--- config.mk ---
export PLATFORM = sky130hd
export DESIGN_NAME = lmg_top
export DESIGN_NICKNAME = d
export VERILOG_FILES = /design/src/lmg_pkg.sv /design/src/move_if.sv /design/src/board_capture.sv /design/src/special_move_gen.sv /design/src/move_fifo.sv /design/src/lmg_top.sv
export SDC_FILE = /design/constraint.sdc
export NUM_CORES = 1
export LEC_CHECK = 0
export ABC_AREA = 1
export BUFFER_PORTS_ARGS = -buffer_cell sky130_fd_sc_hd__buf_2
export CAP_MARGIN = 0
export CELL_PAD_IN_SITES_DETAIL_PLACEMENT = 1
export CELL_PAD_IN_SITES_GLOBAL_PLACEMENT = 2
export CORE_MARGIN = 2
export CORE_UTILIZATION = 33
export CTS_CLUSTER_DIAMETER = 30
export CTS_CLUSTER_SIZE = 25
export DETAILED_ROUTE_END_ITERATION = 6
export PLACE_DENSITY_LB_ADDON = 0.1
export SYNTH_ARGS = -nofsm -noshare
export SYNTH_HDL_FRONTEND = slang
export SYNTH_SLANG_ARGS = --single-unit
--- constraint.sdc ---
create_clock -name clk -period 8.2 [get_ports clk]
set_input_delay 1.64 -clock clk [delete_from_list [all_inputs] [get_ports clk]]
set_output_delay 1.64 -clock clk [all_outputs]
set_load 0.01 [all_outputs]
--- src/lmg_pkg.sv ---
package lmg_pkg;

	// board word: 64 squares of 4 bits, rank 1 in the low 32 bits, file a lowest
	localparam int NUM_FILES = 8;
	localparam int SQ_W      = 4;  // colour bit on top of a 3-bit piece code
	localparam int RANK_W    = NUM_FILES * SQ_W;
	localparam int BOARD_W   = RANK_W * NUM_FILES;

	// move word [flag][from][to]
	localparam int FLAG_W = 7;
	localparam int POS_W  = 6;  // file * 8 + rank
	localparam int MOVE_W = FLAG_W + 2 * POS_W;

	localparam logic WHITE = 1'b0;
	localparam logic BLACK = 1'b1;

	localparam logic [2:0] EMPTY = 3'o0;
	localparam logic [2:0] PAWN  = 3'o1;
	localparam logic [2:0] ROOK  = 3'o4;
	localparam logic [2:0] KING  = 3'o6;

	// flag bits, msb first
	// invalid, promote, pawn move, pawn two-square, en passant, castle, capture
	localparam logic [FLAG_W-1:0] CAS_HEAD = 7'b0000010;
	localparam logic [FLAG_W-1:0] ENP_HEAD = 7'b0010101;

	localparam logic [POS_W-1:0] SQ_E1 = 6'o40;
	localparam logic [POS_W-1:0] SQ_G1 = 6'o60;
	localparam logic [POS_W-1:0] SQ_C1 = 6'o20;

	// low half of a square index
	localparam logic [POS_W/2-1:0] RANK5_IDX = 3'd4;
	localparam logic [POS_W/2-1:0] RANK6_IDX = 3'd5;

	localparam int FIFO_DEPTH = 16;
	localparam int FIFO_AW    = 4;

	// kingside, queenside, en passant low, en passant high
	localparam int NUM_SLOTS = 4;

endpackage

--- src/move_if.sv ---
`timescale 1ns/100ps

interface move_if;
	import lmg_pkg::*;

	logic              req;      // move valid, held until ack
	logic              ack;
	logic [MOVE_W-1:0] move;
	logic              finished; // scan over, nothing outstanding

	modport sender (
		output req, move, finished,
		input  ack
	);

	modport receiver (
		input  req, move, finished,
		output ack
	);

endinterface

--- src/board_capture.sv ---
`timescale 1ns/100ps

module board_capture (
	input  logic                         clk,
	input  logic                         reset,
	input  logic                         board_req,
	output logic                         board_ack,
	input  logic [lmg_pkg::BOARD_W-1:0]  bstate,
	input  logic                         lcas_flag,
	input  logic                         rcas_flag,
	input  logic [lmg_pkg::NUM_FILES-1:0] enp_flags,
	input  logic                         busy,
	output logic                         start,
	output logic [lmg_pkg::RANK_W-1:0]   rank1_sq,
	output logic [lmg_pkg::RANK_W-1:0]   rank5_sq,
	output logic                         lcas,
	output logic                         rcas,
	output logic [lmg_pkg::NUM_FILES-1:0] enp_sel
);
	import lmg_pkg::*;

	logic                 accept;
	logic [NUM_FILES-1:0] enp_low;

	// new board only once the previous ack is gone and the scan has stopped
	assign accept = board_req && !board_ack && !busy;

	// only one en passant target can exist, keep the lowest file
	assign enp_low = enp_flags & (~enp_flags + 1'b1);

	always_ff @(posedge clk) begin
		if (reset) begin
			board_ack <= 1'b0;
			start     <= 1'b0;
		end else begin
			start <= accept;
			if (accept)
				board_ack <= 1'b1;
			else if (board_ack && !board_req)
				board_ack <= 1'b0; // source released, close the handshake
		end
	end

	always_ff @(posedge clk) begin
		if (accept) begin
			rank1_sq <= bstate[RANK_W-1:0];
			rank5_sq <= bstate[RANK5_IDX*RANK_W +: RANK_W];
			lcas     <= lcas_flag;
			rcas     <= rcas_flag;
			enp_sel  <= enp_low;
		end
	end

	a_ack_after_req: assert property (@(posedge clk) disable iff (reset)
		$rose(board_ack) |-> $past(board_req));

endmodule

--- src/special_move_gen.sv ---
`timescale 1ns/100ps

module special_move_gen (
	input  logic                          clk,
	input  logic                          reset,
	input  logic                          start,
	input  logic [lmg_pkg::RANK_W-1:0]    rank1_sq,
	input  logic [lmg_pkg::RANK_W-1:0]    rank5_sq,
	input  logic                          lcas,
	input  logic                          rcas,
	input  logic [lmg_pkg::NUM_FILES-1:0] enp_sel,
	output logic                          busy,
	move_if.sender                        mv
);
	import lmg_pkg::*;

	logic [SQ_W-1:0] r1 [NUM_FILES];
	logic [SQ_W-1:0] r5 [NUM_FILES];

	logic [$clog2(NUM_SLOTS)-1:0] slot;
	logic                         active;
	logic                         sent;   // slot move acknowledged, waiting for ack to drop
	logic                         last_slot;
	logic                         step;
	logic                         launch;

	logic [2:0] enp_file;
	logic [2:0] lo_file;
	logic [2:0] hi_file;
	logic       enp_any;
	logic       cas_k;
	logic       cas_q;
	logic       enp_lo;
	logic       enp_hi;

	logic              slot_valid;
	logic [MOVE_W-1:0] slot_word;

	always_comb begin
		for (int f = 0; f < NUM_FILES; f++) begin
			r1[f] = rank1_sq[f*SQ_W +: SQ_W];
			r5[f] = rank5_sq[f*SQ_W +: SQ_W];
		end
	end

	always_comb begin
		enp_file = '0;
		for (int f = NUM_FILES - 1; f >= 0; f--) begin
			if (enp_sel[f])
				enp_file = 3'(f);
		end
	end

	assign enp_any = |enp_sel;
	assign lo_file = enp_file - 3'd1;
	assign hi_file = enp_file + 3'd1;

	// e1 king, f1 g1 clear, h1 rook
	assign cas_k = rcas && (r1[4] == {WHITE, KING}) && (r1[5][2:0] == EMPTY) &&
		(r1[6][2:0] == EMPTY) && (r1[7] == {WHITE, ROOK});
	// e1 king, b1 c1 d1 clear, a1 rook
	assign cas_q = lcas && (r1[4] == {WHITE, KING}) && (r1[1][2:0] == EMPTY) &&
		(r1[2][2:0] == EMPTY) && (r1[3][2:0] == EMPTY) && (r1[0] == {WHITE, ROOK});

	// black pawn just moved two squares, white pawn beside it on rank 5
	assign enp_lo = enp_any && (enp_file != 3'd0) && (r5[enp_file] == {BLACK, PAWN}) &&
		(r5[lo_file] == {WHITE, PAWN});
	assign enp_hi = enp_any && (int'(enp_file) != NUM_FILES - 1) &&
		(r5[enp_file] == {BLACK, PAWN}) && (r5[hi_file] == {WHITE, PAWN});

	always_comb begin
		case (slot)
			2'd0: begin
				slot_valid = cas_k;
				slot_word  = {CAS_HEAD, SQ_E1, SQ_G1};
			end
			2'd1: begin
				slot_valid = cas_q;
				slot_word  = {CAS_HEAD, SQ_E1, SQ_C1};
			end
			2'd2: begin
				slot_valid = enp_lo;
				slot_word  = {ENP_HEAD, lo_file, RANK5_IDX, enp_file, RANK6_IDX};
			end
			default: begin
				slot_valid = enp_hi;
				slot_word  = {ENP_HEAD, hi_file, RANK5_IDX, enp_file, RANK6_IDX};
			end
		endcase
	end

	assign last_slot = (int'(slot) == NUM_SLOTS - 1);
	assign launch    = active && !mv.req && !sent && slot_valid;
	// move on once the slot is skipped or its handshake has fully closed
	assign step      = active && !mv.req && (sent ? !mv.ack : !slot_valid);
	assign busy      = active;

	always_ff @(posedge clk) begin
		if (reset) begin
			active      <= 1'b0;
			slot        <= '0;
			sent        <= 1'b0;
			mv.req      <= 1'b0;
			mv.finished <= 1'b0;
		end else begin
			if (start) begin
				active      <= 1'b1;
				slot        <= '0;
				mv.finished <= 1'b0;
			end else if (step) begin
				if (last_slot) begin
					active      <= 1'b0;
					mv.finished <= 1'b1;
				end else begin
					slot <= slot + 1'b1;
				end
			end
			if (launch)
				mv.req <= 1'b1;
			else if (mv.req && mv.ack)
				mv.req <= 1'b0;
			if (mv.req && mv.ack)
				sent <= 1'b1;
			else if (step)
				sent <= 1'b0;
		end
	end

	always_ff @(posedge clk) begin
		if (launch)
			mv.move <= slot_word;
	end

	a_move_stable: assert property (@(posedge clk) disable iff (reset)
		mv.req |=> !mv.req || $stable(mv.move));

endmodule

--- src/move_fifo.sv ---
`timescale 1ns/100ps

module move_fifo (
	input  logic                       clk,
	input  logic                       reset,
	move_if.receiver                   mv,
	input  logic                       start,
	input  logic                       rden,
	output logic [lmg_pkg::MOVE_W-1:0] move_out,
	output logic                       fifo_empty,
	output logic                       done
);
	import lmg_pkg::*;

	logic [MOVE_W-1:0] mem [FIFO_DEPTH];

	logic [FIFO_AW-1:0] wr_ptr;
	logic [FIFO_AW-1:0] rd_ptr;
	logic [FIFO_AW:0]   count;
	logic               full;
	logic               wr_en;
	logic               rd_en;

	assign full       = (count == (FIFO_AW + 1)'(FIFO_DEPTH));
	assign fifo_empty = (count == '0);
	// take the move on the first req cycle with room, ack is withheld when full
	assign wr_en      = mv.req && !mv.ack && !full;
	assign rd_en      = rden && !fifo_empty;
	assign move_out   = mem[rd_ptr]; // show-ahead head

	always_ff @(posedge clk) begin
		if (reset) begin
			mv.ack <= 1'b0;
		end else if (wr_en) begin
			mv.ack <= 1'b1;
		end else if (mv.ack && !mv.req) begin
			mv.ack <= 1'b0;
		end
	end

	always_ff @(posedge clk) begin
		if (reset) begin
			wr_ptr <= '0;
			rd_ptr <= '0;
			count  <= '0;
		end else begin
			if (wr_en)
				wr_ptr <= wr_ptr + 1'b1;
			if (rd_en)
				rd_ptr <= rd_ptr + 1'b1;
			if (wr_en && !rd_en)
				count <= count + 1'b1;
			else if (rd_en && !wr_en)
				count <= count - 1'b1;
		end
	end

	always_ff @(posedge clk) begin
		if (wr_en)
			mem[wr_ptr] <= mv.move;
	end

	always_ff @(posedge clk) begin
		if (reset)
			done <= 1'b0;
		else if (start)
			done <= 1'b0; // new board accepted
		else if (mv.finished && !mv.ack)
			done <= 1'b1;
	end

	a_no_write_full: assert property (@(posedge clk) disable iff (reset)
		$rose(mv.ack) |-> $past(!full));

endmodule

--- src/lmg_top.sv ---
`timescale 1ns/100ps

module lmg_top (
	input  logic                          clk,
	input  logic                          reset,
	input  logic                          board_req,
	output logic                          board_ack,
	input  logic [lmg_pkg::BOARD_W-1:0]   bstate,
	input  logic                          lcas_flag,
	input  logic                          rcas_flag,
	input  logic [lmg_pkg::NUM_FILES-1:0] enp_flags,
	input  logic                          rden,
	output logic [lmg_pkg::MOVE_W-1:0]    move_out,
	output logic                          fifo_empty,
	output logic                          done
);
	import lmg_pkg::*;

	logic                 start;
	logic                 busy;
	logic [RANK_W-1:0]    rank1_sq;
	logic [RANK_W-1:0]    rank5_sq;
	logic                 lcas;
	logic                 rcas;
	logic [NUM_FILES-1:0] enp_sel;

	move_if mv_link ();

	board_capture i_capture (
		.clk(clk), .reset(reset),
		.board_req(board_req), .board_ack(board_ack), .bstate(bstate),
		.lcas_flag(lcas_flag), .rcas_flag(rcas_flag), .enp_flags(enp_flags),
		.busy(busy), .start(start), .rank1_sq(rank1_sq), .rank5_sq(rank5_sq),
		.lcas(lcas), .rcas(rcas), .enp_sel(enp_sel)
	);

	special_move_gen i_gen (
		.clk(clk), .reset(reset), .start(start),
		.rank1_sq(rank1_sq), .rank5_sq(rank5_sq),
		.lcas(lcas), .rcas(rcas), .enp_sel(enp_sel),
		.busy(busy), .mv(mv_link.sender)
	);

	move_fifo i_fifo (
		.clk(clk), .reset(reset), .mv(mv_link.receiver), .start(start),
		.rden(rden), .move_out(move_out), .fifo_empty(fifo_empty), .done(done)
	);

endmodule

==> reports/summary.md, run 1 <==
Across the routed clock network, the largest skew measured is 0.0133 ns. The chip width works out to 175 µm. The number of placement rows came out at 62.

Clock tree synthesis selected as its root buffer the cell sky130_fd_sc_hd__clkbuf_16. The post-layout minimum cycle time is 4.36 ns, and the global-route total usage across every layer is 15.3%. The total via count after detailed routing is 6,181, and the post-layout instance area is 12,200 µm². The buffers plus inverters on the worst setup path is 2, and the count of inserted antenna diode cells is 0. Dividing the detail-routed wire length by the instance count gives 17.2 µm. IR analysis of the VDD net gives a maximum drop of 135 µV. The relative contribution of the clock network to total power is 52.3%, and the first-pass detailed-route iteration total is 4. Hold repair after CTS inserted 0 buffers. The net count of the finished layout is 1,176. A synthesized cell averages 12.5 µm². Compared with the post-synthesis result, the final layout area differs by 27.4%. Measured against its own limit, the worst slew margin works out to 25.0%. The worst setup path is captured at a primary output. Once the floorplan was initialized, standard cells occupied 33.5% of the core. The total area of sequential cells is 6700 µm². The cell seen most often among critical-path stages is sky130_fd_sc_hd__o21ai_0. The logs give 9610 µm² for the post-synthesis instance area and 1.07 mW for the reported net switching power.

For this design, the slowest cell found on the critical path is sky130_fd_sc_hd__buf_4. The number of pins with negative max-slew slack in the final report is 0, and the final estimated routing congestion in global placement is 0.748. The tools report the initial antenna violation count as 0.

The classification of the worst setup path is flip-flop to primary output. The path category of the worst min-delay check is flip-flop to flip-flop. The flip-flop and latch count after synthesis works out to 232. The number of CTS-inserted buffers was 54; the upper clock frequency limit was 230 MHz. The cell count along the critical path came out at 7. The floorplan step set the die height to 175 µm. TritonCTS built the clock tree.

The core region is 28,700 µm². After filler insertion, the fill cell instance count of the layout stands at 3,038. Input and output buffers added on the ports amount to 88. The routed design has 22,700 µm of wire. Among cell families on the critical path, the largest total delay comes from buffers and inverters. In the finished design, the share of the clock period the worst path needs comes to 53.1%.

In this run the register-to-register setup slack is 5.22 ns. After clock tree synthesis, the clock-pin slew on the worst setup and hold paths is 0.05 ns. The number of global-route vias before repair is 6,907. The tools report the area enclosed by the die boundary as 30,500 µm².

Dividing total power by cell area gives a power density of 327 nW/µm². The number of cells on the worst reg-to-reg path works out to 15. The number of gates resized after CTS came out at 0.

The part of the Yosys area used for sequential elements was 69.7%. In this run, flip-flops and latches consume 33.8% of the power. The post-route netlist has 22.3% of its cells at a drive strength greater than 1. For the count of distinct cell types in the synthesized netlist, the log shows 39.

Leaving out fill and tap cells, the most frequent cells in the layout are 205 x sky130_fd_sc_hd__edfxtp_1, 95 x sky130_fd_sc_hd__inv_1, 88 x sky130_fd_sc_hd__buf_2, 69 x sky130_fd_sc_hd__nor2_1, 57 x sky130_fd_sc_hd__nand2_1. The fraction of power spent switching nets was 26.8%. The clock latency of the later-clocked register in the worst-skew pair was 0.55 ns; the total setup buffers inserted after CTS was 0.

The global route total overflow is 0, and the number of warnings reported in the yosys synthesis log is 0. After detailed routing, the number of remaining DRC violations is 0. Setup repair after global routing left no endpoint under its margin. The run gives 0 as the number of failing hold endpoints at the final stage. After detailed placement, the total cell area comes to 10,400 µm².

The part of the total power dissipated in combinational logic is 13.8%, and the number of DRC violations after detailed-routing iteration 0 is 215. The number of setup violations in the final report is 0, and the internal power component is 2.93 mW. The transition at the pin with the smallest max-transition slack came out at 1.13 ns. The reported max-cap violation count was 0.

The flow ran to the end, and the final reports show no timing, DRC or antenna violations. For the pin count of the biggest net entering global routing, the log shows 97. Last element of the critical path: move_out[3].

Post-route antenna net violation count: 0. The number of placed I/O pins was 292; the longest individual stage delay on the worst path was 0.83 ns. At the worst endpoint, the arrival time is 2.72 ns. The leakage power figure was 4.69 nW; the area used by multi-input combinational logic was 2380 µm².

The beginning of the worst register-to-register path is i_capture.enp_sel[0]. Data on the critical path is required at its endpoint by 6.56 ns. The capture point of the worst reg-to-reg path was i_gen.mv.move[5].

Largest driver fanout on the critical path: 96. Walking the worst path, the cells encountered are buf_4 > a21oi_1 > o21ai_0 > o21ai_0 > o211ai_1 > nand2_1 > buf_2. The HPWL after detailed placement came out at 14,600 µm. Setup total negative slack on the finished layout was measured at 0 ns.

The run gives 3 as the maximum buffer depth of the clock tree. The first global-routing pass estimated 36,400 µm of wire. The type of element launching the critical path was a flip-flop. The cell count after synthesis came out at 769. For this design, the sink count on the clock tree is 232. Leaving out fill and tap cells, the most frequent cell in the layout is sky130_fd_sc_hd__edfxtp_1. CTS built an H-tree with a depth of 2.

Dividing the detail-routed via count by the number of cells gives 4.69.
[synthesized netlist by cell type, drive strengths merged]
library cell  count  area share (%)
nand3            48             2.6
a21o              2            0.16
nand4             6            0.39
edfxtp          205              64
nor4              7            0.46
mux2i            32             3.3
dfxtp            27             5.6
a21oi            47             2.4
ha               17             2.2
nand2            65             2.8
conb              1           0.039
clkinv            1           0.039
a31oi             2            0.20
o21a              1           0.078
inv              98             3.9
xor2              2            0.18
o21ai            52             2.7
o211ai           33             2.6
xnor2             2            0.26
fa                1            0.21
nor3              6            0.43
clkbuf           17            0.66
nand3b            6            0.47
a31o              1           0.091
buf              18             1.3
or3b              2            0.18
nor2             70             2.8
[power groups by stage]
stage          clock network, mW  registers (mW)  logic [mW]
5_1_grt                     2.20            1.36       0.628
3_5_place_dp                   0            1.37       0.561
4_1_cts                     2.14            1.35       0.565
2_1_floorplan                  0            1.37       0.403
6_report                    2.09            1.35       0.554
3_3_place_gp                   0            1.37       0.542
[state kept, by name (all words and copies together) (netlist names), 2 cells and up, named ones only]
name,count
i_gen.slot,2
i_fifo.mem,128
i_fifo.count,5
i_capture.rank5_sq,32
i_fifo.wr_ptr,4
i_capture.rank1_sq,27
i_capture.enp_sel,8
i_fifo.rd_ptr,4
i_gen.mv.move,8
[layout make-up]
| type | instances | share of cell area (%) |
|---|---|---|
| clock buffer | 57 | 11.3 |
| clock inverter | 45 | 3.66 |
| inverter | 99 | 3.06 |
| multi-input combinational | 408 | 19.4 |
| sequential | 232 | 54.7 |
| tap | 384 | 3.92 |
| timing repair buffer | 93 | 3.90 |
[kinds of logic (layout without fill, tap and decap cells)]
group                      Yosys count  after routing  synth area share [%]
DFF                                232            232                  69.7
and+or+nand+nor                    210            210                  10.0
AOI/OAI and AO/OA                  138            138                  8.25
buffers and inverters              134            294                  5.82
muxes                               32             32                  3.33
adders and majority gates           18             18                  2.42
xor gates and xnor gates             4              4                 0.443
other                                1              6                0.0390
[metrics by stage]
| step | cells | worst slack (ns) | utilization, % | power [mW] | hold WS (ns) |
|---|---|---|---|---|---|
| after floorplan | 774 | 1.27 | - | 1.77 | 0.428 |
| after global placement | 1216 | 4.40 | 36.3 | 1.91 | 0.437 |
| after detailed placement | 1216 | 4.35 | 36.3 | 1.94 | 0.453 |
| after CTS | 1318 | 3.76 | 42.7 | 4.06 | 0.460 |
| after global routing | 1318 | 3.61 | 42.7 | 4.19 | 0.466 |
| final | 1318 | 3.84 | 42.7 | 4.00 | 0.456 |
[worst min-delay path by stage]
| stage | startpoint | endpoint | slack (ns) | cells after the start |
|---|---|---|---|---|
| global placement | i_gen.mv.finished | i_gen.mv.finished | 0.44 | 2 |
| finish | i_gen.mv.finished | i_gen.mv.finished | 0.46 | 2 |
| detailed placement | i_gen.mv.finished | i_gen.mv.finished | 0.45 | 2 |
| global route | i_gen.mv.finished | i_gen.mv.finished | 0.47 | 2 |
| CTS | i_gen.mv.finished | i_gen.mv.finished | 0.46 | 2 |
| floorplan | i_gen.mv.finished | i_gen.mv.finished | 0.43 | 2 |
[routing by layer]
metal / vias to the layer above / GRT usage (%) / part of all wire (%)
li1: 2982 / - / -
met1: 3014 / 18.3 / 42
met2: 146 / 26.7 / 50
met3: 39 / 3.81 / 5.4
met4: 0 / 5.69 / 2.5
met5: - / 0 / 0
[worst min-delay path, stage by stage, from the launching register on]
cell and delay, ns:
sky130_fd_sc_hd__dfxtp_1 0.30, sky130_fd_sc_hd__inv_1 0.05, sky130_fd_sc_hd__a21oi_1 0.06
(Power assumes the default switching activity.)
==> run 2: changes to the inputs <==
- CORE_UTILIZATION: 33 -> 30
- clock period: 8.2 -> 3.9 ns (I/O delays scaled with it)
==> run 2 against run 1 <==
  * Combinational power up 100%
  * Sequential share of layout area down 0.37 points
  * Count of clock-buffer cells in the layout up 5
  * Die area up 9.8%
  * Clock skew up 0.0067 ns
  * Via count down 1.7%
  * Non-clock buffer count unchanged
  * Register-to-register slack worse by 4.3 ns
  * Final cell count up 1.4%
  * Critical path type unchanged
  * Largest cell class unchanged
  * Largest power group unchanged
==> reports/summary.md, run 2 (synthesized netlist as in run 1, its figures left out) <==
For the final estimated routing congestion in global placement, the log shows 0.775 (+3.6%). Number of CTS-inserted buffers: 54 (unchanged). In this run the worst hold path is classified as input pin to flip-flop.

The reported max-cap violation count was 0 (unchanged). The transition at the pin with the smallest max-transition slack came out at 1.20 ns (+0.0761 ns). The tools report the last element of the critical path as move_out[14]. The chip width came out at 183 µm (+4.8%). Capture point of the worst reg-to-reg path: i_gen.mv.move[13]. The logs give 275 (+28%) for the number of DRC violations after detailed-routing iteration 0 and 0 (unchanged) for the global route total overflow.

The run gives 4.72 nW (+0.59%) as the leakage power figure. i_fifo.mem holds more flip-flops than any other register. The tools report the total power after layout as 8.48 mW (+110%). The tools report the internal reg-to-reg setup slack as 0.92 ns (-4.30 ns). The share of final-layout standard cells stronger than drive strength 1 was 21.4% (-0.86 points); the total number of nets in the final design was 1,176 (unchanged). The largest driver fanout on the critical path is 32 (-67%), and the number of placement rows is 65 (+4.8%). In this run the critical register-to-register path is launched from i_capture.enp_sel[0]. The run gives 39.1% (-3.6 points) as the final core utilization. The total of hold buffers inserted after clock tree synthesis was 0 (unchanged); the relative slew slack was 19.6% (-5.4 points). The critical path is of the flip-flop to primary output type.

Required time of the critical path: 3.12 ns (-3.44 ns). The number of I/O port buffers came out at 88 (unchanged). The post-route antenna net violation count is 0 (unchanged). The tools report the number of placed I/O pins as 292 (unchanged).

The library cell used most frequently in the layout, excluding fill and tap cells, is sky130_fd_sc_hd__edfxtp_1. The pin count of the biggest net entering global routing is 97 (unchanged). For the number of pins with negative max-slew slack in the final report, the log shows 0 (unchanged). The setup clock skew after layout came out at 0.0200 ns (+0.00674 ns).

Final setup TNS: 0 ns (unchanged). The run gives 0 (unchanged) as the total setup buffers inserted after CTS. The average detailed-routed wire length per instance is 16.7 µm (-3.2%). The largest registers in the layout are i_fifo.mem (128), i_capture.rank5_sq (32), i_capture.rank1_sq (27).

The maximum buffer depth of the clock tree is 3 (unchanged). The slowest stage of the critical path is the sky130_fd_sc_hd__inv_1 cell. The height of the die was 183 µm (+4.8%); the number of setup violations in the final report was 0 (unchanged). The HPWL after detailed placement is 14,800 µm (+1.5%).

The maximum resistive drop on vdd came out at 320 µV (+140%). The number of cells on the worst reg-to-reg path was 15 (unchanged); the number of failing hold endpoints at the final stage was 0 (unchanged). Compared with the post-synthesis result, the final layout area differs by 28.2%. The longest individual stage delay on the worst path was 0.79 ns (-0.04 ns); the initial cell density of the core was 30.5% (-3.0 points). The logs give 310 MHz for the upper clock frequency limit and 4 (unchanged) for the first-pass detailed-route iteration total.

For the total DRC errors in the routed layout, the log shows 0 (unchanged). The logs give 0 (unchanged) for the initial antenna violation count and 232 (unchanged) for the sink count of the clock tree. In the layout the commonest cells are 205 x sky130_fd_sc_hd__edfxtp_1, 95 x sky130_fd_sc_hd__inv_1, 88 x sky130_fd_sc_hd__buf_2, 69 x sky130_fd_sc_hd__nor2_1, 57 x sky130_fd_sc_hd__nand2_1. The global-route total usage across every layer was 13.5% (-1.9 points).

TritonCTS built the clock tree. Core area: 31,600 µm² (+9.9%). The number of filler cells placed in the layout was 3,358 (+11%); the number of global-route vias before repair was 6,679 (-3.3%).

The clock edge transition at the registers on the reported setup and hold paths is 0.05 ns (about the same), and the count of inserted antenna diode cells is 0 (unchanged). The post-layout instance area came out at 12,300 µm² (+0.68%). The worst setup path is captured at a primary output. In this run the clock root is driven by a sky130_fd_sc_hd__clkbuf_16. The power per standard cell area is 688 nW/µm² (+110%). The run gives 2 (unchanged) as the total number of H-tree levels. The worst setup path is launched from a flip-flop. The first-pass GRT wire length is 35,300 µm (-3.0%).

The flow ran to the end, and the final reports show no timing, DRC or antenna violations. Area enclosed by the die boundary: 33,500 µm² (+9.8%). The average via count per standard cell is 4.55 (-3.0%), and the number of flip-flops under the largest register name is 128 (unchanged).

The total via count after detailed routing was 6,077 (-1.7%); the total detailed-routing wirelength was 22,300 µm (-1.9%). Traced cell by cell, the critical path runs through inv_1 > o21ai_0 > o211ai_1 > nand2_1 > buf_2. For the placed standard-cell area, the log shows 10,500 µm² (+0.40%).

The number of gates resized after CTS came out at 0 (unchanged). The tools report the clock latency of the later-clocked register in the worst-skew pair as 0.56 ns (about the same). The arrival time of data at the critical path endpoint is 2.45 ns (-0.27 ns), and the post-layout minimum cycle time is 3.23 ns. In the finished design, the share of the clock period the worst path needs comes to 82.7%. Setup repair after global routing left no endpoint under its margin.
[run 2: changes by cell type in the layout (fill, tap and decap cells not counted), sizes merged]
| cell | before | now |
|---|---|---|
| inv | 105 | 98 |
| clkinvlp | 7 | 4 |
| bufinv | 5 | 8 |
| clkinv | 27 | 29 |
| clkbuf | 57 | 62 |
[run 2: area by class of cell]
cell class	instances	area, µm²	area share [%]
sequential	232	6700	54.3
multi-input combinational	408	2390	19.4
clock buffer	62	1400	11.4
tap	402	503	4.08
timing repair buffer	93	490	3.98
clock inverter	40	472	3.83
inverter	99	374	3.03
[run 2: critical path, delay by kind of cell, from the launching register on]
| family | cells | cell delay, ns |
|---|---|---|
| buf+inv | 2 | 0.98 |
| flops | 1 | 0.31 |
| simple gates | 1 | 0.17 |
| compound gates | 2 | 0.44 |
[run 2: layer usage]
| metal | track usage [%] | vias to the layer above | part of all wire, % |
|---|---|---|---|
| met1 | 16.5 | 2939 | 43 |
| met5 | 0 | - | 0 |
| met4 | 4.70 | 0 | 2.3 |
| li1 | - | 2974 | - |
| met2 | 23.6 | 119 | 50 |
| met3 | 2.68 | 45 | 4.3 |
[run 2: worst min-delay path by stage]
stage	slack (ns)	end	depth (start not counted)	from
floorplan	0.43	i_gen.mv.finished	2	i_gen.mv.finished
global placement	0.44	i_gen.mv.finished	2	i_gen.mv.finished
detailed placement	0.45	i_gen.busy	2	i_capture.start
CTS	0.38	i_capture.rank1_sq[1]	1	bstate[1]
global route	0.38	i_capture.rank5_sq[17]	1	bstate[145]
finish	0.40	i_capture.rank1_sq[30]	1	bstate[30]
[run 2: per-stage QoR]
stage                     hold WS [ns]  worst slack [ns]  cells
final                            0.400             0.675   1336
after CTS                        0.383             0.575   1336
after floorplan                  0.428              1.00    774
after detailed placement         0.452             0.841   1234
after global placement           0.438             0.883   1234
after global routing             0.381             0.376   1336
[run 2: where the power goes]
part	internal (mW)	switching, mW
Combinational	0.426	0.706
Sequential	2.79	0.0538
Clock	3.10	1.40
==> run 3: changes to the inputs <==
- ABC_AREA: 1 -> 0
- CORE_UTILIZATION: 30 -> 32
- clock period: 3.9 -> 2.63 ns (I/O delays scaled with it)
==> run 3 against run 2 <==
  * The run now ends with setup timing left
  * Register-to-register slack got worse by 1.1 ns
  * Count of clock-buffer cells in the layout decreased by 2
  * Clock skew increased by 0.0044 ns
  * Global-route usage increased by 0.52 points
  * Hold slack got worse by 0.24 ns
  * Sequential power increased by 48%
  * First-iteration DRC count decreased by 27%
  * Clock power increased by 28%
  * Die area decreased by 8.1%
  * Worst setup slack got worse by 0.91 ns
  * Core utilization increased by 5.1 points
  * Synthesized area decreased by 2.2%
  * Critical path type unchanged
  * Critical endpoint unchanged
  * Largest cell class unchanged
==> reports/summary.md, run 3 <==
Among all cell types in the netlist, the one instantiated most often is sky130_fd_sc_hd__edfxtp_1. The relative contribution of the clock network to total power was 49.0% (-4.1 points); the height of the die was 175 µm (-4.1%). The total number of H-tree levels came out at 2 (unchanged). The proportion of synthesized flip-flops having asynchronous set or reset was 0% (unchanged); the number of I/O port buffers was 88 (unchanged).

The internal power component was 8.92 mW (+41%). The worst setup path is launched from a flip-flop. The chip width is 175 µm (-4.1%).

The first-pass GRT wire length came out at 33,300 µm (-5.7%). The number of cells traversed by the worst hold path is 1 (unchanged), and the placed standard-cell area is 10,800 µm² (+3.3%). The logs give 9410 µm² (-2.2%) for the post-synthesis instance area and 0 (unchanged) for the total of hold buffers inserted after clock tree synthesis. The smallest clock period supported by the final layout is computed as 2.87 ns. The logs give 0 (unchanged) for the initial antenna violation count and 2.34 ns (-0.11 ns) for the arrival time of data at the critical path endpoint. The tools report the post-layout instance area as 12,700 µm² (+3.3%). The capturing element type of the critical path was a primary output.

Derived from the worst setup path, the maximum achievable clock frequency is 348 MHz. The number of placed I/O pins is 292 (unchanged). The power per standard cell area is 922 nW/µm² (+34%), and the final setup TNS is -4.80 ns (-4.80 ns). The maximum buffer depth of the clock tree came out at 3 (unchanged). The synthesis-to-layout area growth came out at 35.4%.

The run gives 1,173 (-12%) as the non-filler instance count after layout. The count of placed standard cells including taps is 1,060 (-14%), and the number of CTS-inserted buffers is 52 (-3.7%). Largest driver fanout on the critical path: 8 (-75%). Clock edge transition at the registers on the reported setup and hold paths: 0.05 ns (about the same). The cell chosen for the clock root was sky130_fd_sc_hd__clkbuf_16. The share of power burned in registers is 36.1% (+2.5 points), and the number of pins with negative max-slew slack in the final report is 0 (unchanged). The share of final-layout standard cells stronger than drive strength 1 was 41.4% (+20 points); the initial cell density of the core was 32.6% (+2.1 points). The number of placement rows is 62 (-4.6%), and the HPWL after detailed placement is 14,100 µm (-5.0%). Smallest setup slack after layout: -0.240 ns (-0.915 ns).

The primary flip-flop cell chosen by synthesis mapping is sky130_fd_sc_hd__edfxtp_1. The classification of the worst setup path was flip-flop to primary output. Relative slew slack: 35.7% (+16 points).

The number of DRC violations after detailed-routing iteration 0 was 202 (-27%); the fraction of power spent switching nets was 24.1% (-1.4 points). For the count of distinct cell types in the synthesized netlist, the log shows 61 (+56%). The average detailed-routed wire length per instance is 17.8 µm (+6.8%), and the number of flip-flops under the largest register name is 128 (unchanged). The number of global-route vias before repair was 6,054 (-9.4%); the area enclosed by the die boundary was 30,800 µm² (-8.1%). The tools report the total detailed-routing wirelength as 20,900 µm (-6.2%). The number of warnings reported in the yosys synthesis log is 0 (unchanged), and the core area is 28,900 µm² (-8.5%).

The maximum resistive drop on vdd came out at 472 µV (+48%). The run finished, with violations left. The total DRC errors in the routed layout came out at 0 (unchanged). In this run the worst hold path is classified as input pin to flip-flop. The synthesized area divided by synthesized cell count was 17.0 µm² (+36%). Counting instances in the post-synthesis netlist gives the leading cell types as 205 x sky130_fd_sc_hd__edfxtp_1, 48 x sky130_fd_sc_hd__nor2_1, 40 x sky130_fd_sc_hd__mux4_2. Setup repair after global routing could not meet its margin everywhere.

The logs give 0 (unchanged) for the post-route antenna net violation count and 232 (unchanged) for the sink count of the clock tree. The average via count per standard cell works out to 4.63 (+1.8%). The run gives 71 (-27%) as the pin count of the biggest net entering global routing. The post-route clock period utilization came out at 109%.

The global route total overflow was 0 (unchanged). The leakage power figure came out at 4.50 nW (-4.6%). The setup clock skew after layout was 0.0244 ns (+0.00441 ns). TritonCTS built the clock tree. For the required time of the critical path, the log shows 2.10 ns (-1.02 ns).

The run gives 0.737 (-4.9%) as the final estimated routing congestion in global placement. The run gives 4 (unchanged) as the first-pass detailed-route iteration total. Number of instances in the synthesized netlist: 554 (-28%). The transition at the pin with the smallest max-transition slack came out at 0.960 ns (-0.241 ns). Number of enable flip-flop cells after synthesis: 205 (unchanged). For the total number of nets in the final design, the log shows 1,034 (-12%). Cell accounting for the most synthesized area: sky130_fd_sc_hd__edfxtp_1. Part of the total power dissipated in combinational logic: 14.9% (+1.6 points). The global-route total usage across every layer was 14.0% (+0.52 points); the number of failing hold endpoints at the final stage was 0 (unchanged). The register with the most flip-flops in the final layout is i_fifo.mem. Sorting the synthesized cells by area gives the leading types as sky130_fd_sc_hd__edfxtp_1 65%, sky130_fd_sc_hd__mux4_2 9.6%, sky130_fd_sc_hd__dfxtp_1 5.7%, sky130_fd_sc_hd__ha_1 2.3%, sky130_fd_sc_hd__nor2_1 1.9%.

Count of inserted antenna diode cells: 0 (unchanged). Part of the Yosys area used for sequential elements: 71.2% (+1.5 points). The clock latency of the later-clocked register in the worst-skew pair came out at 0.55 ns (about the same). The flip-flop and latch count after synthesis is 232 (unchanged). The total via count after detailed routing was 5,433 (-11%); the reported max-cap violation count was 0 (unchanged). The reported net switching power came out at 2.82 mW (+31%).

In the layout the commonest cells are 205 x sky130_fd_sc_hd__edfxtp_1, 82 x sky130_fd_sc_hd__buf_2, 59 x sky130_fd_sc_hd__buf_4, 53 x sky130_fd_sc_hd__clkbuf_16, 43 x sky130_fd_sc_hd__nor2_1. The area share of the largest cell type after synthesis was 65.5% (+1.4 points). The run gives 25 (+25) as the number of setup violations in the final report.

The final reports fail on setup timing. The tools report the internal reg-to-reg setup slack as -0.22 ns (-1.14 ns). The largest registers in the layout are i_fifo.mem (128), i_capture.rank5_sq (32), i_capture.rank1_sq (27). The number of cells on the worst reg-to-reg path is 15 (unchanged). The tools report the setup slack at placement as -0.320 ns (-1.16 ns). Leaving out fill and tap cells, the most frequent cell in the layout is sky130_fd_sc_hd__edfxtp_1.
-- run 3: cell count changes after synthesis, moves of 7 or more --
cell / delta
sky130_fd_sc_hd__o21ai_0: -41
sky130_fd_sc_hd__mux2i_1: -27
sky130_fd_sc_hd__clkbuf_1: -7
sky130_fd_sc_hd__a21oi_1: -30
sky130_fd_sc_hd__mux4_2: +40
sky130_fd_sc_hd__nand2_2: -7
sky130_fd_sc_hd__inv_1: -83
sky130_fd_sc_hd__o211ai_1: -32
sky130_fd_sc_hd__nor2_1: -21
sky130_fd_sc_hd__nand3_1: -38
sky130_fd_sc_hd__nand2_1: -30
sky130_fd_sc_hd__nor4b_1: +8
sky130_fd_sc_hd__nor3_1: +10
-- run 3: worst paths after layout --
path	startpoint	end
hold / removal	bstate[20]	i_capture.rank1_sq[20]
hold reg to reg	i_gen.mv.finished	i_gen.mv.finished
setup reg to reg	i_capture.enp_sel[7]	i_gen.mv.move[4]
setup / recovery	flip-flop	move_out[14]
-- run 3: through the flow --
stage / hold WS (ns) / power, mW / util [%]
floorplan: 0.442 / 5.32 / -
global placement: 0.457 / 5.81 / 37.4
finish: 0.156 / 11.7 / 44.1
CTS: 0.130 / 11.9 / 43.8
detailed placement: 0.482 / 5.87 / 37.4
global route: 0.133 / 12.3 / 44.1
-- run 3: cell families (layout without fill, tap and decap cells) --
logic type,after synthesis,count (layout),synth area share (%)
XOR/XNOR,12,12,1.12
buffers and inverters,43,273,2.31
adder cells (fa/ha/maj),18,18,2.47
AO/OA/AOI/OAI,51,51,4.18
other,1,6,0.0399
multiplexers,46,46,10.3
flip-flops,232,232,71.2
AND/OR/NAND/NOR,151,151,8.41
-- run 3: cell type report --
class                           count  area, µm²
Inverter                           14       60.1
Sequential cell                   232       6700
Timing Repair Buffer              162       1160
Multi-Input combinational cell    284       2720
Clock inverter                     37        279
Fill cell                        2908      16100
Clock buffer                       60       1330
Tap cell                          384        480
-- run 3: power groups by stage --
stage / Combinational, mW / Sequential, mW / Clock (mW)
after global routing: 1.93 / 4.25 / 6.09
after global placement: 1.54 / 4.27 / 0
final: 1.75 / 4.23 / 5.75
after detailed placement: 1.58 / 4.28 / 0
after floorplan: 1.05 / 4.27 / 0
after CTS: 1.76 / 4.23 / 5.89
-- run 3: timing repair --
item                       4_1_cts  5_1_grt
pin swaps                       13        4
cloned                           1        1
setup endpoints to repair       26       36
setup buffers                   10        7
resized for setup               30       12
-- run 3: critical path, cell delays in order (launching register included) --
cell and delay [ns]:
sky130_fd_sc_hd__dfxtp_4 0.41, sky130_fd_sc_hd__buf_12 0.16, sky130_fd_sc_hd__mux4_2 0.53, sky130_fd_sc_hd__mux4_2 0.54, sky130_fd_sc_hd__buf_2 0.17
-- run 3: metal layers --
metal  global-route usage (%)  up-vias  share of wire [%]
met4                     4.58        0                2.5
met2                     24.1      143                 50
met3                     3.18       49                4.8
li1                         -     2559                  -
met1                     17.4     2682                 43
met5                        0        -                  0
